### src/design/breakout_settings.svh
`ifndef BREAKOUT_SETTINGS_SVH
`define BREAKOUT_SETTINGS_SVH

// coordinate widths cover a 640x480 screen
`define screenXBits 10
`define screenYBits 9
`define colourBits 3

// brick grid, numbered in rows of brickCols from the top left
`define brickCount 12
`define brickCols 4
`define brickW 120
`define brickH 40
`define brickX0 20
`define brickY0 20
`define brickPitchX 140
`define brickPitchY 60

`define paddleW 80
`define paddleH 20
`define paddleY 440
`define paddleInitX 240

`define ballSize 30
`define ballInitX 305
`define ballInitY 225

`define colourBrick 7
`define colourBlank 0
`define colourPaddle 5
`define colourBall 4

`endif

### src/design/breakoutPkg.sv
`default_nettype none

`include "breakout_settings.svh"

package breakoutPkg;

    // codes 29 to 31 are left unnamed and behave as idle
    typedef enum logic [4:0] {
        codeIdle          = 5'd0,
        codePopulateFirst = 5'd1,
        codePopulateLast  = 5'd12,
        codePaddleErase   = 5'd13,
        codePaddleDraw    = 5'd14,
        codeBallErase     = 5'd15,
        codeBallDraw      = 5'd16,
        codeRemoveFirst   = 5'd17,
        codeRemoveLast    = 5'd28
    } drawCode;

    typedef struct packed {
        logic                     enable;
        logic [`screenXBits-1:0]  x;
        logic [`screenYBits-1:0]  y;
        logic [`colourBits-1:0]   colour;
    } pixelWord;

    typedef struct packed {
        logic [`screenXBits-1:0]  x;
        logic [`screenYBits-1:0]  y;
        logic [`screenXBits-1:0]  width;
        logic [`screenYBits-1:0]  height;
    } rectGeom;

    typedef struct packed {
        logic [`screenXBits-1:0]  x;
        logic [`screenYBits-1:0]  y;
    } point;

    // declared from the top bit down, so the flat bit index equals the draw code minus one
    typedef struct packed {
        logic [`brickCount-1:0]   brickRemove;
        logic                     ballDraw;
        logic                     ballErase;
        logic                     paddleDraw;
        logic                     paddleErase;
        logic [`brickCount-1:0]   brickPopulate;
    } pendingFlags;

    typedef logic [4:0] targetId;

endpackage

`default_nettype wire

### src/design/objectSelect.sv
`timescale 1ns/1ps
`default_nettype none

`include "breakout_settings.svh"

module objectSelect
    import breakoutPkg::*;
(
    input  drawCode                  ld_draw,
    input  pendingFlags              pending,
    input  point                     paddleNow,
    input  point                     paddleOld,
    input  point                     ballNow,
    input  point                     ballOld,
    output logic                     go,
    output targetId                  target,
    output rectGeom                  rect,
    output logic [`colourBits-1:0]   colour
);

    logic [4:0]                 codeValue;
    logic                       isPopulate;
    logic                       isRemove;
    logic                       validCode;
    logic [3:0]                 brickIndex;
    logic [3:0]                 brickCol;
    logic [3:0]                 brickRow;
    rectGeom                    brickRect;
    logic [$bits(pendingFlags)-1:0] pendingBits;

    assign pendingBits = pending;

    always_comb
    begin
        codeValue  = ld_draw;
        isPopulate = (codeValue >= codePopulateFirst) && (codeValue <= codePopulateLast);
        isRemove   = (codeValue >= codeRemoveFirst) && (codeValue <= codeRemoveLast);
        validCode  = (codeValue >= codePopulateFirst) && (codeValue <= codeRemoveLast);

        target = validCode ? targetId'(codeValue - 5'd1) : targetId'(0);

        // populate and remove share the brick geometry
        brickIndex = isRemove ? 4'(codeValue - codeRemoveFirst)
                              : 4'(codeValue - codePopulateFirst);
        brickCol   = 4'(brickIndex % `brickCols);
        brickRow   = 4'(brickIndex / `brickCols);

        brickRect.x      = `screenXBits'(`brickX0 + brickCol * `brickPitchX);
        brickRect.y      = `screenYBits'(`brickY0 + brickRow * `brickPitchY);
        brickRect.width  = `screenXBits'(`brickW);
        brickRect.height = `screenYBits'(`brickH);

        rect   = '0;
        colour = `colourBits'(`colourBlank);

        if (isPopulate)
        begin
            rect   = brickRect;
            colour = `colourBits'(`colourBrick);
        end
        else if (isRemove)
        begin
            rect = brickRect;
        end
        else if (codeValue == codePaddleErase)
        begin
            rect = '{x: paddleOld.x, y: paddleOld.y,
                     width: `screenXBits'(`paddleW), height: `screenYBits'(`paddleH)};
        end
        else if (codeValue == codePaddleDraw)
        begin
            rect   = '{x: paddleNow.x, y: paddleNow.y,
                       width: `screenXBits'(`paddleW), height: `screenYBits'(`paddleH)};
            colour = `colourBits'(`colourPaddle);
        end
        else if (codeValue == codeBallErase)
        begin
            rect = '{x: ballOld.x, y: ballOld.y,
                     width: `screenXBits'(`ballSize), height: `screenYBits'(`ballSize)};
        end
        else if (codeValue == codeBallDraw)
        begin
            rect   = '{x: ballNow.x, y: ballNow.y,
                       width: `screenXBits'(`ballSize), height: `screenYBits'(`ballSize)};
            colour = `colourBits'(`colourBall);
        end

        // an object already drawn since its flag was last set stays quiet
        go = validCode && pendingBits[target];
    end

endmodule

`default_nettype wire

### src/design/rectScanner.sv
`timescale 1ns/1ps
`default_nettype none

`include "breakout_settings.svh"

module rectScanner
    import breakoutPkg::*;
(
    input  logic                     clk,
    input  logic                     ld_resetInitial,
    input  logic                     go,
    input  rectGeom                  rect,
    input  logic [`colourBits-1:0]   colour,
    output pixelWord                 pixel,
    output logic                     done
);

    logic [`screenXBits-1:0]  colCount;
    logic [`screenYBits-1:0]  rowCount;
    logic                     lastCol;
    logic                     lastRow;
    logic                     outEnable;
    point                     outPos;
    logic [`colourBits-1:0]   outColour;

    assign lastCol = (colCount == rect.width - `screenXBits'(1));
    assign lastRow = (rowCount == rect.height - `screenYBits'(1));
    assign done    = go && lastCol && lastRow;

    always_ff @(posedge clk)
    begin
        if (ld_resetInitial)
        begin
            colCount  <= '0;
            rowCount  <= '0;
            outEnable <= 1'b0;
        end
        else
        begin
            outEnable <= go;
            // a dropped go or the last pixel both leave the counters at the origin
            if (!go || done)
            begin
                colCount <= '0;
                rowCount <= '0;
            end
            else if (lastCol)
            begin
                colCount <= '0;
                rowCount <= rowCount + `screenYBits'(1);
            end
            else
            begin
                colCount <= colCount + `screenXBits'(1);
            end
        end
    end

    always_ff @(posedge clk)
    begin
        outPos.x  <= rect.x + colCount;
        outPos.y  <= rect.y + rowCount;
        outColour <= colour;
    end

    assign pixel = '{enable: outEnable, x: outPos.x, y: outPos.y, colour: outColour};

endmodule

`default_nettype wire

### src/design/drawStatusRegs.sv
`timescale 1ns/1ps
`default_nettype none

`include "breakout_settings.svh"

module drawStatusRegs
    import breakoutPkg::*;
(
    input  logic                     clk,
    input  logic                     ld_resetInitial,
    input  logic                     frameStart,
    input  logic                     done,
    input  targetId                  target,
    output pendingFlags              pending,
    output logic [`brickCount-1:0]   brickAlive
);

    // removal targets follow the populates and the four paddle and ball flags
    localparam int removeBase = `brickCount + 4;

    logic [$bits(pendingFlags)-1:0]  pendingBits;
    logic                            isRemoveTarget;
    logic [3:0]                      removeIndex;

    assign isRemoveTarget = (target >= targetId'(removeBase));
    assign removeIndex    = 4'(target - targetId'(removeBase));

    always_ff @(posedge clk)
    begin
        if (ld_resetInitial)
        begin
            pendingBits <= '1;
            brickAlive  <= '1;
        end
        else
        begin
            if (frameStart)
            begin
                pendingBits <= '1;
            end
            else if (done)
            begin
                pendingBits[target] <= 1'b0;
            end

            if (done && isRemoveTarget)
            begin
                brickAlive[removeIndex] <= 1'b0;
            end
        end
    end

    assign pending = pendingFlags'(pendingBits);

endmodule

`default_nettype wire

### src/design/objectPositions.sv
`timescale 1ns/1ps
`default_nettype none

`include "breakout_settings.svh"

module objectPositions
    import breakoutPkg::*;
(
    input  logic                     clk,
    input  logic                     ld_resetInitial,
    input  logic                     ld_movePaddle,
    input  logic                     ld_moveBall,
    input  logic [`screenXBits-1:0]  newPaddleX,
    input  point                     newBall,
    output point                     paddleNow,
    output point                     paddleOld,
    output point                     ballNow,
    output point                     ballOld
);

    logic [`screenXBits-1:0]  paddleX;
    logic [`screenXBits-1:0]  paddleOldX;

    always_ff @(posedge clk)
    begin
        if (ld_resetInitial)
        begin
            paddleX    <= `screenXBits'(`paddleInitX);
            paddleOldX <= `screenXBits'(`paddleInitX);
            ballNow    <= '{x: `screenXBits'(`ballInitX), y: `screenYBits'(`ballInitY)};
            ballOld    <= '{x: `screenXBits'(`ballInitX), y: `screenYBits'(`ballInitY)};
        end
        else
        begin
            if (ld_movePaddle)
            begin
                paddleOldX <= paddleX;
                paddleX    <= newPaddleX;
            end
            if (ld_moveBall)
            begin
                ballOld <= ballNow;
                ballNow <= newBall;
            end
        end
    end

    // the paddle only slides sideways
    assign paddleNow = '{x: paddleX, y: `screenYBits'(`paddleY)};
    assign paddleOld = '{x: paddleOldX, y: `screenYBits'(`paddleY)};

endmodule

`default_nettype wire

### src/design/breakoutDatapath.sv
`timescale 1ns/1ps
`default_nettype none

`include "breakout_settings.svh"

module breakoutDatapath
    import breakoutPkg::*;
(
    input  logic                     clk,
    input  logic                     ld_resetInitial,
    input  drawCode                  ld_draw,
    input  logic                     frameStart,
    input  logic                     ld_movePaddle,
    input  logic                     ld_moveBall,
    input  logic [`screenXBits-1:0]  newPaddleX,
    input  point                     newBall,
    output pixelWord                 pixel,
    output pendingFlags              pending,
    output logic [`brickCount-1:0]   brickAlive
);

    point                    paddleNow;
    point                    paddleOld;
    point                    ballNow;
    point                    ballOld;
    logic                    go;
    logic                    done;
    targetId                 target;
    rectGeom                 rect;
    logic [`colourBits-1:0]  colour;

    objectPositions positions (
        .clk             (clk),
        .ld_resetInitial (ld_resetInitial),
        .ld_movePaddle   (ld_movePaddle),
        .ld_moveBall     (ld_moveBall),
        .newPaddleX      (newPaddleX),
        .newBall         (newBall),
        .paddleNow       (paddleNow),
        .paddleOld       (paddleOld),
        .ballNow         (ballNow),
        .ballOld         (ballOld)
    );

    objectSelect select (
        .ld_draw   (ld_draw),
        .pending   (pending),
        .paddleNow (paddleNow),
        .paddleOld (paddleOld),
        .ballNow   (ballNow),
        .ballOld   (ballOld),
        .go        (go),
        .target    (target),
        .rect      (rect),
        .colour    (colour)
    );

    rectScanner scanner (
        .clk             (clk),
        .ld_resetInitial (ld_resetInitial),
        .go              (go),
        .rect            (rect),
        .colour          (colour),
        .pixel           (pixel),
        .done            (done)
    );

    drawStatusRegs status (
        .clk             (clk),
        .ld_resetInitial (ld_resetInitial),
        .frameStart      (frameStart),
        .done            (done),
        .target          (target),
        .pending         (pending),
        .brickAlive      (brickAlive)
    );

endmodule

`default_nettype wire

### config.mk
export PLATFORM = sky130hd
export DESIGN_NAME = breakoutDatapath
export DESIGN_NICKNAME = d
export VERILOG_FILES = /design/src/design/breakoutPkg.sv /design/src/design/objectSelect.sv /design/src/design/rectScanner.sv /design/src/design/drawStatusRegs.sv /design/src/design/objectPositions.sv /design/src/design/breakoutDatapath.sv
export VERILOG_INCLUDE_DIRS = /design/src /design/src/design
export SDC_FILE = /design/constraint.sdc
export NUM_CORES = 1
export LEC_CHECK = 0
export ABC_CLOCK_PERIOD_IN_PS = 7100
export CAP_MARGIN = 40
export CORE_AREA = 8 8 109 136
export DETAILED_ROUTE_END_ITERATION = 8
export DIE_AREA = 0 0 117 144
export DONT_BUFFER_PORTS = 1
export PLACE_DENSITY = 0.8
export SETUP_SLACK_MARGIN = 0.05
export SLEW_MARGIN = 30
export SYNTH_ARGS = -nofsm -noshare
export SYNTH_HDL_FRONTEND = slang
export SYNTH_SLANG_ARGS = --single-unit
### constraint.sdc
create_clock -name clk -period 7.1 [get_ports clk]
set_clock_uncertainty 0.1 [all_clocks]
set_input_delay 1.775 -clock clk [delete_from_list [all_inputs] [get_ports clk]]
set_output_delay 1.775 -clock clk [all_outputs]
set_load 0.05 [all_outputs]
==> impl_table.tex <==
\begin{tabular}{lr}
\hline
Metric & Value \\
\hline
\multicolumn{2}{l}{\textbf{Outcome}} \\
Result of the run & finished clean \\
\multicolumn{2}{l}{\textbf{Worst setup path}} \\
Crit Path Max Fanout & 22 \\
Reg-to-reg critical path startpoint & scanner.colCount[7]\$\_SDFF\_PP0\_ \\
Most common cell type on the critical path & sky130\_fd\_sc\_hd\_\_ha\_1 \\
Critical path's slowest cell & sky130\_fd\_sc\_hd\_\_a211o\_1 \\
Data arrival time at the worst-slack endpoint & between 5000 and 6000 ps \\
Largest stage delay on the critical path & approximately 430 ps \\
Reg-to-reg endpoint & status.pending[22]\$\_SDFFE\_PP1P\_ \\
Critical Path Start Type & input pin \\
Worst Path Class, Setup & input pin to flip-flop \\
Depth of the worst register-to-register path & 7 \\
Cell chain of the critical path & inv\_1 > ha\_1 > nor4bb\_2 > buf\_4 > or2\_0 > o21ai\_0 > ha\_1 > xnor2\_1 > or4\_1 > a211o\_1 > nor3\_4 > nor3b\_4 > a21oi\_1 \\
Required time of the worst setup path & roughly 7300 ps \\
Launch point of the critical path & ld\_draw[0] \\
Setup crit end & status.pending[15]\$\_SDFFE\_PP1P\_ \\
Element type at the critical path end & flip-flop \\
R2R Setup Slk & between 4000 and 5000 ps \\
\multicolumn{2}{l}{\textbf{Final layout}} \\
Share of cells above drive strength 1 & approximately 7.6\% \\
Number of fillers in the final layout & between 1000 and 1500 \\
Final Net Count & 797 \\
Post-route non-filler standard cell count & $\sim$900 \\
Antenna diode count & 0 \\
Layout-stage area growth over the synthesis result & 8.971\% \\
Most common cell after layout, fill and taps aside & sky130\_fd\_sc\_hd\_\_dfxtp\_1 \\
Commonest cells after routing, fill and taps aside & 140 x sky130\_fd\_sc\_hd\_\_dfxtp\_1, 105 x sky130\_fd\_sc\_hd\_\_nor2\_1, 56 x sky130\_fd\_sc\_hd\_\_a21oi\_1 \\
\multicolumn{2}{l}{\textbf{Pwr}} \\
Net switching component of the power & roughly 0.47 mW \\
Part of the total power dissipated in sequential elements & between 40 and 50\% \\
Part of the total power dissipated in the clock network & a little under half \\
Power consumption & about 1.9 mW \\
Combinational fraction of design power & under 10\% \\
Standby leakage power & a little under 3 nW \\
Internal power contribution & 1.428 mW \\
Max rail drop VDD & approximately 220 µV \\
Sw Ratio & around a quarter \\
Power per cell area & 254.6 nW/µm² \\
\multicolumn{2}{l}{\textbf{GRT}} \\
Global-route wire length before repair & 27.28 mm \\
Tot GR Track Use & between 20\% and 30\% \\
Total congestion overflow after global routing & 0 \\
Vias in the first global route & 5439 \\
Largest net degree at the start of global routing & 77 \\
Initial antenna violation count & 0 \\
\multicolumn{2}{l}{\textbf{CTS}} \\
Post CTS Setup Buffer Count & 0 \\
Clock slew seen by the registers of the worst setup and hold paths & approximately 60 ps \\
Number of buffers added to fix hold violations after cts & 0 \\
Clk Latency, worst-skew pair & $\sim$420 ps \\
Root Buffer Master & sky130\_fd\_sc\_hd\_\_clkbuf\_16 \\
\# clock sinks & 140 \\
Bufs on Longest Clock Path & 2 \\
Clock H-tree levels & 4 \\
Post\_cts resized & 0 \\
TritonCTS buffer count & 17 \\
Clock tree from TritonCTS & done \\
\multicolumn{2}{l}{\textbf{STA}} \\
Transition time of the tightest slew-check pin & 782.9 ps \\
Max Transition Viols Final & 0 \\
Count of endpoints failing setup in the final report & 0 \\
Top achievable clock speed & approximately 190 MHz \\
Min cycle time layout & 5280 ps \\
RSZ-0062 raised after global routing & false \\
Final-report hold violation count & 0 \\
Setup tns final & 0 ps \\
Final critical-path share of the clock period & roughly 74\% \\
Worst hold-check slack & 394.6 ps \\
Normalized max-slew margin & between 40\% and 50\% \\
\multicolumn{2}{l}{\textbf{Placement}} \\
Port-buffer cells & 0 \\
Gp weighted congestion & between 0.8 and 0.9 \\
Half-perimeter wire length after placement & around 13 mm \\
Placed Cells & 880 \\
\multicolumn{2}{l}{\textbf{Floorplan}} \\
Ports & 102 \\
Die Span Y & between 100 and 150 µm \\
Site Rows & 47 \\
Area of the die & around 17000 µm² \\
Die width & 117 µm \\
Initial core utilization & a little over half \\
Core ar. & 12820 µm² \\
\multicolumn{2}{l}{\textbf{Route}} \\
Final wirelength & between 15 and 20 mm \\
Total number of vias & between 5000 and 6000 \\
Violation count after the first detailed-route iteration & 425 \\
Drt drc & 0 \\
Vias per inst & between 6 and 7 \\
Post-detailed-route count of antenna-violating nets & 0 \\
Detailed-routing iteration count for the pre-antenna-repair pass & 7 \\
Average wire per cell in the routed design & around 19 µm \\
\multicolumn{2}{l}{\textbf{Synthesis}} \\
Synthesized-area fraction occupied by ao, oa, aoi and oai cells & $\sim$21\% \\
Cells after Synth & $\sim$760 \\
Number of flops mapped to enable cells by yosys & 0 \\
Adder-cell area share of the yosys netlist & under 10\% \\
Post-synthesis register bit count & between 100 and 150 \\
Xor and xnor fraction of the mapped netlist area & about 4.5\% \\
Average cell area after synthesis & around 9.0 µm² \\
Multiplexer area fraction after synthesis & around 6.3\% \\
Synth unique cells & 77 \\
Combinational family with the most area after synthesis & compound AO/OA/AOI/OAI gates \\
Post-synthesis async set-or-reset flop share & 0\% \\
Post-Synth Simple-Gate Area & approximately 18\% \\
Post-synth design cell area & 6848 µm² \\
Ys flop type & sky130\_fd\_sc\_hd\_\_dfxtp\_1 \\
Synth warnings & 0 \\
Net count of the mapped netlist & about 830 \\
Sequential-to-total area share from yosys stat & roughly 41\% \\
\multicolumn{2}{l}{\textbf{Hold path}} \\
Worst hold path class & flip-flop to flip-flop \\
\multicolumn{2}{l}{\textbf{Flow run}} \\
Max Cap Viol & 0 \\
\hline
\end{tabular}
[state kept, by name, indices dropped and copies added (netlist names)]
name                  cells
scanner.pixel            19
status.pending           28
scanner.rowCount          9
scanner.outEnable         1
scanner.outColour         3
status.brickAlive        12
scanner.colCount         10
positions.paddleX        10
positions.ballNow        19
positions.ballOld        19
positions.paddleOldX     10
[critical path: cells and delay by family]
| kind | cells | cell delay [ps] |
|---|---|---|
| xor+xnor | 1 | 180 |
| compound gates | 3 | 700 |
| buf+inv | 2 | 550 |
| fa+ha+maj | 2 | 540 |
| simple gates | 5 | 1700 |
[synthesized netlist by cell type, drive strengths merged (2+ instances only)]
master	instances	area (µm²)
a211o	25	219.0
a21boi	2	15.01
a21o	13	97.59
a21oi	56	280.3
a221oi	12	105.1
a22o	2	17.52
a22oi	6	45.04
a2bb2oi	3	26.28
a311oi	3	26.28
a31o	2	17.52
a31oi	2	12.51
a41oi	2	17.52
and3	4	25.02
buf	15	88.83
clkbuf	36	135.1
dfxtp	140	2803
fa	2	40.04
ha	28	350.3
inv	22	82.58
mux2i	40	400.4
nand2	30	115.1
nand2b	5	31.28
nand3	12	60.06
nand4	8	50.05
nor2	106	400.4
nor2b	32	200.2
nor3	14	81.33
nor3b	3	33.78
nor4	4	55.05
o211ai	2	15.01
o21a	2	15.01
o21ai	22	117.6
o21bai	3	22.52
o221ai	6	52.55
o22ai	15	93.84
o31ai	5	37.54
o32a	2	21.27
o32ai	2	25.03
or2	5	31.29
or3	7	43.79
or4	2	18.77
xnor2	20	175.2
xor2	15	131.4
[power by group through the flow]
stage	registers (mW)	clock network, mW	logic (mW)
after detailed placement	0.896	0	0.136
after CTS	0.879	0.901	0.137
after global placement	0.894	0	0.133
after floorplan	0.885	0	0.131
after global routing	0.882	0.938	0.153
final	0.878	0.884	0.138
[area by class of cell]
cell class / count / area [µm²] / share of cell area, %
well taps: 171 / 214.0 / 2.867
clock inverters: 14 / 170.2 / 2.280
repair buffers: 3 / 22.52 / 0.3018
clock buffers: 17 / 425.4 / 5.701
inverters: 22 / 82.58 / 1.107
multi-input cells: 544 / 3745 / 50.18
flip-flops and latches: 140 / 2803 / 37.56
[cells by family after synthesis]
kind of cell    Yosys count
compound gates          199
xor+xnor                 35
fa+ha+maj                30
buf+inv                  73
flops                   140
mux                      42
simple gates            238
[worst min path at each step]
stage,from,end,slack [ps],cells after the start
after floorplan,positions.ballNow[0]$_SDFFE_PP1P_,positions.ballOld[0]$_SDFFE_PP1P_,350,1
after global placement,positions.paddleX[7]$_SDFFE_PP1P_,positions.paddleOldX[7]$_SDFFE_PP1P_,370,1
after detailed placement,positions.paddleX[7]$_SDFFE_PP1P_,positions.paddleOldX[7]$_SDFFE_PP1P_,380,1
after CTS,positions.paddleX[6]$_SDFFE_PP1P_,positions.paddleOldX[6]$_SDFFE_PP1P_,400,1
after global routing,positions.paddleX[6]$_SDFFE_PP1P_,positions.paddleOldX[6]$_SDFFE_PP1P_,420,1
final,positions.paddleX[6]$_SDFFE_PP1P_,positions.paddleOldX[6]$_SDFFE_PP1P_,390,1
[stage by stage]
step	utilization, %	setup WS (ps)	area (µm²)
final	58.21	1821	7462
after global routing	58.21	1598	7462
after CTS	58.21	1905	7462
after detailed placement	53.56	1489	6867
after global placement	53.56	1685	6867
after floorplan	-	1202	6848
[routing by layer]
metal  track usage [%]  vias to the layer above  share of wire (%)  wire length, µm
li1                  -                     2664                  -                -
met1             21.47                     2627                 37             6311
met2             34.56                      224                 48             8295
met3             8.985                       54                 10             1780
met4             12.50                        0                4.5              772
met5                 0                        -                  0                0
Note: power is estimated with default switching activity, not from simulation.
